**src/source/mem_pkg.sv**
```systemverilog
`default_nettype none

package mem_pkg;

    localparam int unsigned RAM_BYTES = 256; // depth of the data RAM.

    // 32-bit lane of the memory bus, shared with the pipeline types.
    typedef logic [31:0] bus_word_t;

    typedef logic [7:0] byte_t;
    typedef logic [7:0] ram_addr_t; // low address bits seen by the RAM.

    typedef enum logic [1:0] {
        ACC_NONE, // no memory access.
        ACC_BYTE,
        ACC_HALF,
        ACC_WORD
    } acc_size_e;

    // command from the stage control to the byte sequencer.
    typedef struct packed {
        bus_word_t addr;
        bus_word_t wdata;
        logic      store;
        acc_size_e size;
    } mc_cmd_t;

    typedef struct packed {
        ram_addr_t addr;
        logic      we;
        byte_t     wdata;
    } ram_port_t;

endpackage

`default_nettype wire
```
**src/source/cpu_pkg.sv**
```systemverilog
`default_nettype none

package cpu_pkg;

    import mem_pkg::*;

    typedef bus_word_t  word_t;     // data word.
    typedef bus_word_t  mem_addr_t; // byte address.
    typedef logic [4:0] reg_addr_t;

    // request handed over by the execute stage.
    typedef struct packed {
        reg_addr_t dest;
        logic      wreg;      // write the destination register.
        word_t     wdata;     // alu result or store data.
        mem_addr_t addr;
        logic      store;     // 1 for store, 0 for load.
        acc_size_e size;
        logic      is_signed; // only meaningful for loads.
    } mem_req_t;

    // writeback to the register file.
    typedef struct packed {
        reg_addr_t dest;
        logic      wreg;
        word_t     data;
    } wb_t;

endpackage

`default_nettype wire

```
**src/source/mem_subsys_top.sv**
```systemverilog
`timescale 1ns/1ps
`default_nettype none

module mem_subsys_top
    import cpu_pkg::*, mem_pkg::*;
(
    input  wire             clk,
    input  wire             rst,

    input  wire             req_valid_i,
    input  wire mem_req_t   req_i,

    output logic            stall_o,
    output logic            wb_valid_o,
    output wb_t             wb_o
);

    logic      mc_start;
    mc_cmd_t   mc_cmd;
    logic      mc_done;
    word_t     mc_rdata;
    acc_size_e ext_size;
    logic      ext_signed;
    word_t     ext_data;
    ram_port_t ram_port;
    byte_t     ram_rdata;

    mem_stage_ctrl u_ctrl (
        .clk          (clk),
        .rst          (rst),
        .req_valid_i  (req_valid_i),
        .req_i        (req_i),
        .mc_done_i    (mc_done),
        .ext_data_i   (ext_data),
        .mc_start_o   (mc_start),
        .mc_cmd_o     (mc_cmd),
        .ext_size_o   (ext_size),
        .ext_signed_o (ext_signed),
        .stall_o      (stall_o),
        .wb_valid_o   (wb_valid_o),
        .wb_o         (wb_o)
    );

    byte_mem_ctrl u_bmc (
        .clk         (clk),
        .rst         (rst),
        .mc_start_i  (mc_start),
        .mc_cmd_i    (mc_cmd),
        .mc_done_o   (mc_done),
        .mc_rdata_o  (mc_rdata),
        .ram_port_o  (ram_port),
        .ram_rdata_i (ram_rdata)
    );

    load_extend u_ext (
        .data_i   (mc_rdata),
        .size_i   (ext_size),
        .signed_i (ext_signed),
        .data_o   (ext_data)
    );

    data_ram u_ram (
        .clk     (clk),
        .port_i  (ram_port),
        .rdata_o (ram_rdata)
    );

endmodule

`default_nettype wire

```
**src/source/mem_stage_ctrl.sv**
```systemverilog
`timescale 1ns/1ps
`default_nettype none

module mem_stage_ctrl
    import cpu_pkg::*, mem_pkg::*;
(
    input  wire             clk,
    input  wire             rst,

    input  wire             req_valid_i,
    input  wire mem_req_t   req_i,

    // byte sequencer and load extension.
    input  wire             mc_done_i,
    input  wire word_t      ext_data_i,
    output logic            mc_start_o,
    output mc_cmd_t         mc_cmd_o,
    output acc_size_e       ext_size_o,
    output logic            ext_signed_o,

    output logic            stall_o,
    output logic            wb_valid_o,
    output wb_t             wb_o
);

    typedef enum logic [1:0] {
        IDLE,
        ISSUE, // start pulse to the sequencer.
        WAIT   // bytes in flight.
    } state_e;

    state_e   state_q;
    mem_req_t req_q;

    always_ff @(posedge clk) begin
        if (rst) begin
            state_q    <= IDLE;
            wb_valid_o <= 1'b0;
            wb_o       <= '0;
        end else begin
            wb_valid_o <= 1'b0;
            case (state_q)
                IDLE: begin
                    if (req_valid_i) begin
                        if (req_i.size == ACC_NONE) begin // no memory, straight to wb.
                            wb_valid_o <= 1'b1;
                            wb_o.dest  <= req_i.dest;
                            wb_o.wreg  <= req_i.wreg;
                            wb_o.data  <= req_i.wdata;
                        end else begin
                            state_q <= ISSUE;
                        end
                    end
                end
                ISSUE: state_q <= WAIT;
                WAIT: begin
                    if (mc_done_i) begin
                        wb_valid_o <= 1'b1;
                        wb_o.dest  <= req_q.dest;
                        wb_o.wreg  <= req_q.wreg & ~req_q.store; // stores never write back.
                        wb_o.data  <= req_q.store ? req_q.wdata : ext_data_i;
                        state_q    <= IDLE;
                    end
                end
                default: state_q <= IDLE;
            endcase
        end
    end

    // request payload, taken only when a new one is accepted.
    always_ff @(posedge clk) begin
        if (state_q == IDLE && req_valid_i) begin
            req_q <= req_i;
        end
    end

    always_comb begin
        mc_cmd_o.addr  = req_q.addr;
        mc_cmd_o.wdata = req_q.wdata;
        mc_cmd_o.store = req_q.store;
        mc_cmd_o.size  = req_q.size;
    end

    assign mc_start_o   = (state_q == ISSUE);
    assign stall_o      = (state_q != IDLE); // held until the writeback cycle.
    assign ext_size_o   = req_q.size;
    assign ext_signed_o = req_q.is_signed;

endmodule

`default_nettype wire

```
**src/source/byte_mem_ctrl.sv**
```systemverilog
`timescale 1ns/1ps
`default_nettype none

module byte_mem_ctrl
    import cpu_pkg::*, mem_pkg::*;
(
    input  wire             clk,
    input  wire             rst,

    input  wire             mc_start_i,
    input  wire mc_cmd_t    mc_cmd_i,
    output logic            mc_done_o,
    output word_t           mc_rdata_o,

    output ram_port_t       ram_port_o,
    input  wire byte_t      ram_rdata_i
);

    mc_cmd_t    cmd_q;
    logic       busy_q;
    logic [1:0] cnt_q;     // index of the byte on the RAM port.
    logic [1:0] last_idx;
    logic       rd_pend_q; // a load byte returns this cycle.
    logic [1:0] rd_idx_q;
    logic       done_q;
    word_t      asm_q;
    word_t      asm_d;

    always_comb begin
        case (cmd_q.size)
            ACC_HALF: last_idx = 2'd1;
            ACC_WORD: last_idx = 2'd3;
            default:  last_idx = 2'd0;
        endcase
    end

    always_ff @(posedge clk) begin
        if (rst) begin
            busy_q    <= 1'b0;
            cnt_q     <= '0;
            rd_pend_q <= 1'b0;
            rd_idx_q  <= '0;
            done_q    <= 1'b0;
        end else begin
            rd_pend_q <= busy_q & ~cmd_q.store;
            rd_idx_q  <= cnt_q;
            done_q    <= busy_q && (cnt_q == last_idx); // one cycle after the last byte.
            if (mc_start_i) begin
                busy_q <= 1'b1;
                cnt_q  <= '0;
            end else if (busy_q) begin
                if (cnt_q == last_idx) begin
                    busy_q <= 1'b0;
                end
                cnt_q <= cnt_q + 2'd1;
            end
        end
    end

    always_ff @(posedge clk) begin
        if (mc_start_i) begin
            cmd_q <= mc_cmd_i;
        end
    end

    // little-endian assembly, the returning byte merged in the same cycle.
    always_comb begin
        asm_d = asm_q;
        if (rd_pend_q) begin
            asm_d[8*rd_idx_q +: 8] = ram_rdata_i;
        end
    end

    always_ff @(posedge clk) begin
        if (mc_start_i) begin
            asm_q <= '0; // unused upper bytes read as zero.
        end else begin
            asm_q <= asm_d;
        end
    end

    always_comb begin
        ram_port_o.addr  = cmd_q.addr[7:0] + {6'd0, cnt_q}; // wraps inside the RAM.
        ram_port_o.we    = busy_q & cmd_q.store;
        ram_port_o.wdata = cmd_q.wdata[8*cnt_q +: 8];
    end

    assign mc_done_o  = done_q;
    assign mc_rdata_o = asm_d;

endmodule

`default_nettype wire

```
**src/source/data_ram.sv**
```systemverilog
`timescale 1ns/1ps
`default_nettype none

module data_ram
    import mem_pkg::*;
(
    input  wire             clk,
    input  wire ram_port_t  port_i,
    output byte_t           rdata_o
);

    byte_t mem_q [RAM_BYTES];

    always_ff @(posedge clk) begin
        if (port_i.we) begin
            mem_q[port_i.addr] <= port_i.wdata;
        end
        rdata_o <= mem_q[port_i.addr]; // old contents on a write.
    end

endmodule

`default_nettype wire

```
**src/source/load_extend.sv**
```systemverilog
`timescale 1ns/1ps
`default_nettype none

module load_extend
    import cpu_pkg::*, mem_pkg::*;
(
    input  wire word_t      data_i,
    input  wire acc_size_e  size_i,
    input  wire             signed_i,
    output word_t           data_o
);

    logic fill_b;
    logic fill_h;

    assign fill_b = signed_i & data_i[7];  // zero fill when unsigned.
    assign fill_h = signed_i & data_i[15];

    always_comb begin
        case (size_i)
            ACC_BYTE: data_o = {{24{fill_b}}, data_i[7:0]};
            ACC_HALF: data_o = {{16{fill_h}}, data_i[15:0]};
            default:  data_o = data_i; // word is taken as is.
        endcase
    end

endmodule

`default_nettype wire

```
**config.mk**
```make
export PLATFORM = sky130hd
export DESIGN_NAME = mem_subsys_top
export DESIGN_NICKNAME = d
export VERILOG_FILES = /design/src/source/mem_pkg.sv /design/src/source/cpu_pkg.sv /design/src/source/mem_subsys_top.sv /design/src/source/mem_stage_ctrl.sv /design/src/source/byte_mem_ctrl.sv /design/src/source/data_ram.sv /design/src/source/load_extend.sv
export SDC_FILE = /design/constraint.sdc
export NUM_CORES = 2
export LEC_CHECK = 0
export BUFFER_PORTS_ARGS = -buffer_cell sky130_fd_sc_hd__buf_2
export CAP_MARGIN = 40
export CORE_ASPECT_RATIO = 1.25
export CORE_MARGIN = 2
export CORE_UTILIZATION = 40
export DETAILED_ROUTE_END_ITERATION = 10
export GPL_TIMING_DRIVEN = 0
export MAX_ROUTING_LAYER = met4
export PLACE_DENSITY_LB_ADDON = 0.3
export REMOVE_ABC_BUFFERS = 1
export SYNTH_ARGS = -nofsm -noshare
export SYNTH_HDL_FRONTEND = slang
export SYNTH_HIERARCHICAL = 1
export SYNTH_SLANG_ARGS = --single-unit
export TNS_END_PERCENT = 5
```
**constraint.sdc**
```tcl
create_clock -name clk -period 4.34 [get_ports clk]
set_input_delay 0.217 -clock clk [delete_from_list [all_inputs] [get_ports clk]]
set_output_delay 0.217 -clock clk [all_outputs]
set_load 0.1 [all_outputs]
```
; Word level (Yosys, flattened, before mapping)
; Memories as Yosys holds them, arrays and structs flattened. A register that Yosys moved wholly into a read port is not among the register bits.
; Cells that the tools add are included.
[word_totals]
regBits = 173
ram_bits = 2048
inputBits = 77
output_inout_bits = 40
word_cells = 78
memories = 1
[memory_table]
columns = name, depth, width, read_ports, rd_clocked_by_memory_dff, wr, line_no
row1 = u_ram.mem_q, 256, 8, 1, 1, 1, data_ram.sv:12  ; byte_t mem_q [RAM_BYTES];
[op_classes]
n_addsub = 3
n_eq_ne = 11
n_shift = 3
mux = 22
n_bitwise = 7
reduce_logical = 9
[op_table]
columns = op, n
row1 = 38-bit 2-to-1 mux, 3
row2 = 38-bit case mux with 2 select lines, 1
row3 = 32-bit 2-to-1 mux, 2
row4 = 32-bit case mux with 2 select lines, 1
row5 = 5-bit negator with 34-bit output, 1
row6 = "8-bit by 34-bit variable shift with 32-bit output, first input constant", 1
row7 = 8-bit by 34-bit indexed part select with 32-bit output, 1
row8 = 32-bit bitwise mux, 1
row9 = 32-bit by 6-bit indexed part select with 8-bit output, 1
row10 = 8-bit by 2-bit adder with 8-bit output, 1
row11 = "2-bit equality test, second input constant", 4
row12 = 1-bit 2-to-1 mux, 8
row13 = 2-bit 2-to-1 mux, 3
row14 = 2-bit case mux with 3 select lines, 1
row15 = 1-bit bitwise AND, 5
row16 = "2-bit by 1-bit equality test with 1-bit output, second input constant", 2
row17 = 2-bit zero test, 2
row18 = "2-bit by 1-bit inequality test with 1-bit output, second input constant", 2
row19 = "2-bit inequality test, second input constant", 2
row20 = 2-bit case mux with 2 select lines, 1
row21 = 4-bit AND reduction, 1
row22 = 2-bit nonzero test, 2
row23 = 3-bit AND reduction, 1
row24 = "2-bit by 1-bit adder with 2-bit output, second input constant", 1
row25 = 5 further kinds, 7

; Longest topological paths before layout
[depth]
depth_word = 9
mapped_depth = 13
mapped_depth_nobuf = 11

; Cells and area by module
; The synthesis kept the hierarchy.
[modules_own_cells]
columns = module, n_inst, cells_per_inst, area_per_inst_um2, seq_area_each_um2
row1 = data_ram, 1, 3547, 78492.8, 61659.1
row2 = mem_stage_ctrl, 1, 402, 4895.9, 3042.9
row3 = byte_mem_ctrl, 1, 276, 3412.0, 2072.0
row4 = load_extend, 1, 62, 380.4, 0.0

; Worst setup path after synthesis
; No wires, ideal clock.
[synth_path]
path_kind = reg-to-reg
start = register u_ctrl.state_q[0]
end = register u_ctrl.req_q (netlist bit u_ctrl/ext_signed_o) (enable)
setup_time_ns = 0.507
arrival_time_ns = 4.065
t_required_ns = 3.833
setup_slack_ns = -0.232
stages_incl_launch_ff = 3
path_buffers = 0
synth_period_minus_slack_ns = 4.572
path_cell_list = dfxtp_1 or2_2 nor2_1
[synth_via]
elab_chain_cells = 2
[synth_lines]
columns = item, line_no
row1 = "start, declared", mem_stage_ctrl.sv:32  ; state_e state_q;
row2 = "start signal, assigned", mem_stage_ctrl.sv:37  ; state_q <= IDLE;
row3 = "start signal, assigned", mem_stage_ctrl.sv:51  ; state_q <= ISSUE;
row4 = "start signal, assigned", mem_stage_ctrl.sv:55  ; ISSUE: state_q <= WAIT;
row5 = 2-bit zero test, mem_stage_ctrl.sv:72  ; if (state_q == IDLE && req_valid_i) begin
row6 = 1-bit logical AND, mem_stage_ctrl.sv:72
row7 = "end signal, assigned", mem_stage_ctrl.sv:73  ; req_q <= req_i;
row8 = "end, declared", mem_stage_ctrl.sv:33  ; mem_req_t req_q;
; No other way between the ends.
; A chain may end at the register's enable or synchronous reset.

==> results.toml <==
[status]
status = "finished with violations"
failing_checks = "negative setup slack"

[drt]
detailroute.wirelength.met3_um = 15100
drt_iter0_drc = 5068
drt_pre_antenna_iters = 6
met2_wire_len_um = 103800
postRouteWirelength_um = 211300
routed_wire_length_per_instance_um = 28.02
drc_errors = 0
avg_vias_per_cell = 5.692
routedLengthMet1_um = 85390
antenna_violation_net_count_after_detailed_routing = 0
num_vias = 42930
dr.max_layer_used = "met4"

[sta]
final.period_utilization_pct = 104.5
skew_ns = 0.05512
final-hold-violation-count = 0
achievable-frequency_ghz = 0.2205
max_slew_margin_pct = 29.00
rsz0062_at_grt = "yes"
final_critical_path_setup_slack_ns = -0.1948
final.min_clock_period_ns = 4.535
final_max_slew_viol_count = 0
setup_viol = 192
tightest_slew_ns = 1.062

[pwr]
p_leak_nw = 31.52
power_per_cell_area_nw_per_um2 = 446.2
power.ir.vdd_worst_uv = 381.7

[worst_setup_path]
path_common_cell = "buf_16"
reg2reg_to = "u_ram/rdata_o[4]"
crit_path_cell_trace = "ha_4 -> fa_4 -> buf_16 -> buf_16 -> buf_16 -> buf_16 -> buf_12 -> buf_16 -> mux4_2 -> a22oi_2 -> a21oi_1 -> o41ai_4 -> nand4_1"
worst_r2r_startpoint = "u_bmc/cmd_q[35]"
setup.worst_path.start_class = "flop"
cp_num_buf_inv = 6
worst_path_max_delay_cell = "fa_4"
crit_path_start = "u_bmc/cmd_q[35]"
worst-r2r-cell-count = 13
class_of_the_most_critical_setup_path = "reg -> reg"
r2r_setup_slack_ns = -0.19
critPathCaptureType = "flop"
critical_path_depth = 13
timing.critical_path.slowest_cell_delay_ns = 0.90
timing.critical_path.max_delay_family = "adder cells"
worst-path-max-fanout = 10
cp.required_ns = 4.87
crit_path_end = "u_ram/rdata_o[4]"
data_arrival_time_at_the_worst_slack_endpoint_ns = 5.06

[cts]
clock_sink_count = 2229
clk_path_buf_depth = 3
tritoncts = "done"
clock_insertion_delay_worst_skew_ns = 0.87
clock_tree.htree_level_count = 4
cts.clk_slew.worst_paths_ns = 0.06
root_buffer = "clkbuf_16"
inserted_clock_buffers = 209

[floorplanning]
rows = 190
fp.dieArea_um2 = 219500
floorplan.initialDensity_pct = 40.24
die_x_um = 419.4
placeable_core_region_um2 = 214400
num_io_pins = 117
floorplan.die.height_um = 523.3

[global_routing]
gr_ovfl_total = 0
grt_util_all_layers_pct = 19.74
grt_pass1_vias = 43120
antenna_found_initial = 5
largest_net_degree_at_the_start_of_global_routing = 93
first_pass_grt_wire_length_um = 305400

[finish]
share_of_final_layout_standard_cells_stronger_than_drive_strength_1_pct = 31.50
area_delta_synth_final_pct = 17.58
layout.core_utilization_pct = 47.31
post_layout_nonfiller_instances = 7542
layout.nets = 4571

[placement]
gp_congestion = 0.7868
dp_slack_ns = -1.677
detailed_place_hpwl_um = 125500
placement.io_buffers = 92
numPlacedInstances = 7038

[logic_synthesis]
netlist_area_um2 = 86280
yosysWarningCount = 6
syn_inst = 4239
post_synth.cell_area_avg_um2 = 20.35

[flow_run]
drv_cap = 0

[worst_hold_path]
timing.hold.worst.class = "in -> reg"
==> worst min-delay path by stage <==
stage,start,end,cells after the start
after global routing,req_i[0],u_ctrl/ext_signed_o,2
after global placement,req_i[3],u_ctrl/mc_cmd_o[2],1
after CTS,req_i[10],u_ctrl/mc_cmd_o[41],2
after floorplan,rst,u_ctrl/wb_o[33],1
final,req_i[0],u_ctrl/ext_signed_o,2
after detailed placement,req_i[10],u_ctrl/mc_cmd_o[41],1
==> what timing repair did <==
item | in CTS | in global routing
hold endpoints to repair | 108 | 0
cloned | 30 | 0
hold buffers | 53 | 0
resized for setup | 261 | 109
buffers inserted | 31 | 0
pin swaps | 43 | 7
endpoints found under the setup margin | 1634 | 1213
==> stage by stage <==
stage,total power [mW],instance area (µm²),TNS [ns],hold WS (ns)
6_report,45.26,101400,-10.39,0.08041
5_1_grt,46.58,101400,-36.27,0.05351
4_1_cts,45.61,101100,-12.27,0.01007
3_5_place_dp,27.55,91520,-726.91,0.3951
3_3_place_gp,29.22,88620,-,0.3976
2_1_floorplan,27.74,84550,-,0.2816
==> cell usage in the layout, fill, tap and decap left out, types with 21 or more instances in the layout <==
cell type	n
buf_12	43
clkinv_2	41
clkinv_1	49
a22oi_1	209
o211ai_1	32
dfxtp_1	87
a22oi_2	48
dlygate4sd3_1	53
mux2i_1	38
nor2_2	150
edfxtp_1	2141
nand2_1	129
nor2_1	79
a21oi_1	151
buf_16	73
clkbuf_16	211
clkbuf_1	44
buf_4	40
nor3_1	21
nor2_4	26
buf_2	125
inv_1	21
mux4_2	512
==> sequential cells by signal, indices dropped and copies added, names as in the netlist <==
name / cells
u_ram/mem_q: 2048
u_bmc/cmd_q: 43
u_ctrl/mc_cmd_o: 41
u_ctrl/wb_o: 38
u_bmc/asm_q: 32
u_ram/rdata_o: 8
u_ctrl/req_q: 6
u_bmc/cnt_q: 2
u_bmc/rd_idx_q: 2
u_ctrl/ext_size_o: 2
u_ctrl/state_q: 2
u_bmc/busy_q: 1
u_bmc/mc_done_o: 1
u_bmc/rd_pend_q: 1
u_ctrl/ext_signed_o: 1
u_ctrl/wb_valid_o: 1
==> final cells by class <==
cell class	count	area, µm²
fill	17550	113000
antenna	8	20.02
sequential	2229	66050
inverter	21	78.83
multi-input combinational	1661	20050
clock buffer	255	5445
clock inverter	126	1135
timing repair buffer	362	5061
tap	2880	3603
==> report_power, final <==
part | leakage, nW | switching (mW) | internal [mW]
combinational | 8.32 | 2.16 | 1.55
clock | 3.21 | 7.87 | 9.82
sequential | 20.0 | 0.0681 | 23.8
total | 31.5 | 10.1 | 35.2
==> layer usage <==
| layer | up-vias | track usage, % |
|---|---|---|
| met5 | - | - |
| met4 | 0 | 6.533 |
| met3 | 322 | 2.912 |
| met1 | 22860 | 26.11 |
| met2 | 1723 | 31.53 |
| li1 | 18020 | - |
No activity file was read; power rests on OpenSTA's default activity.
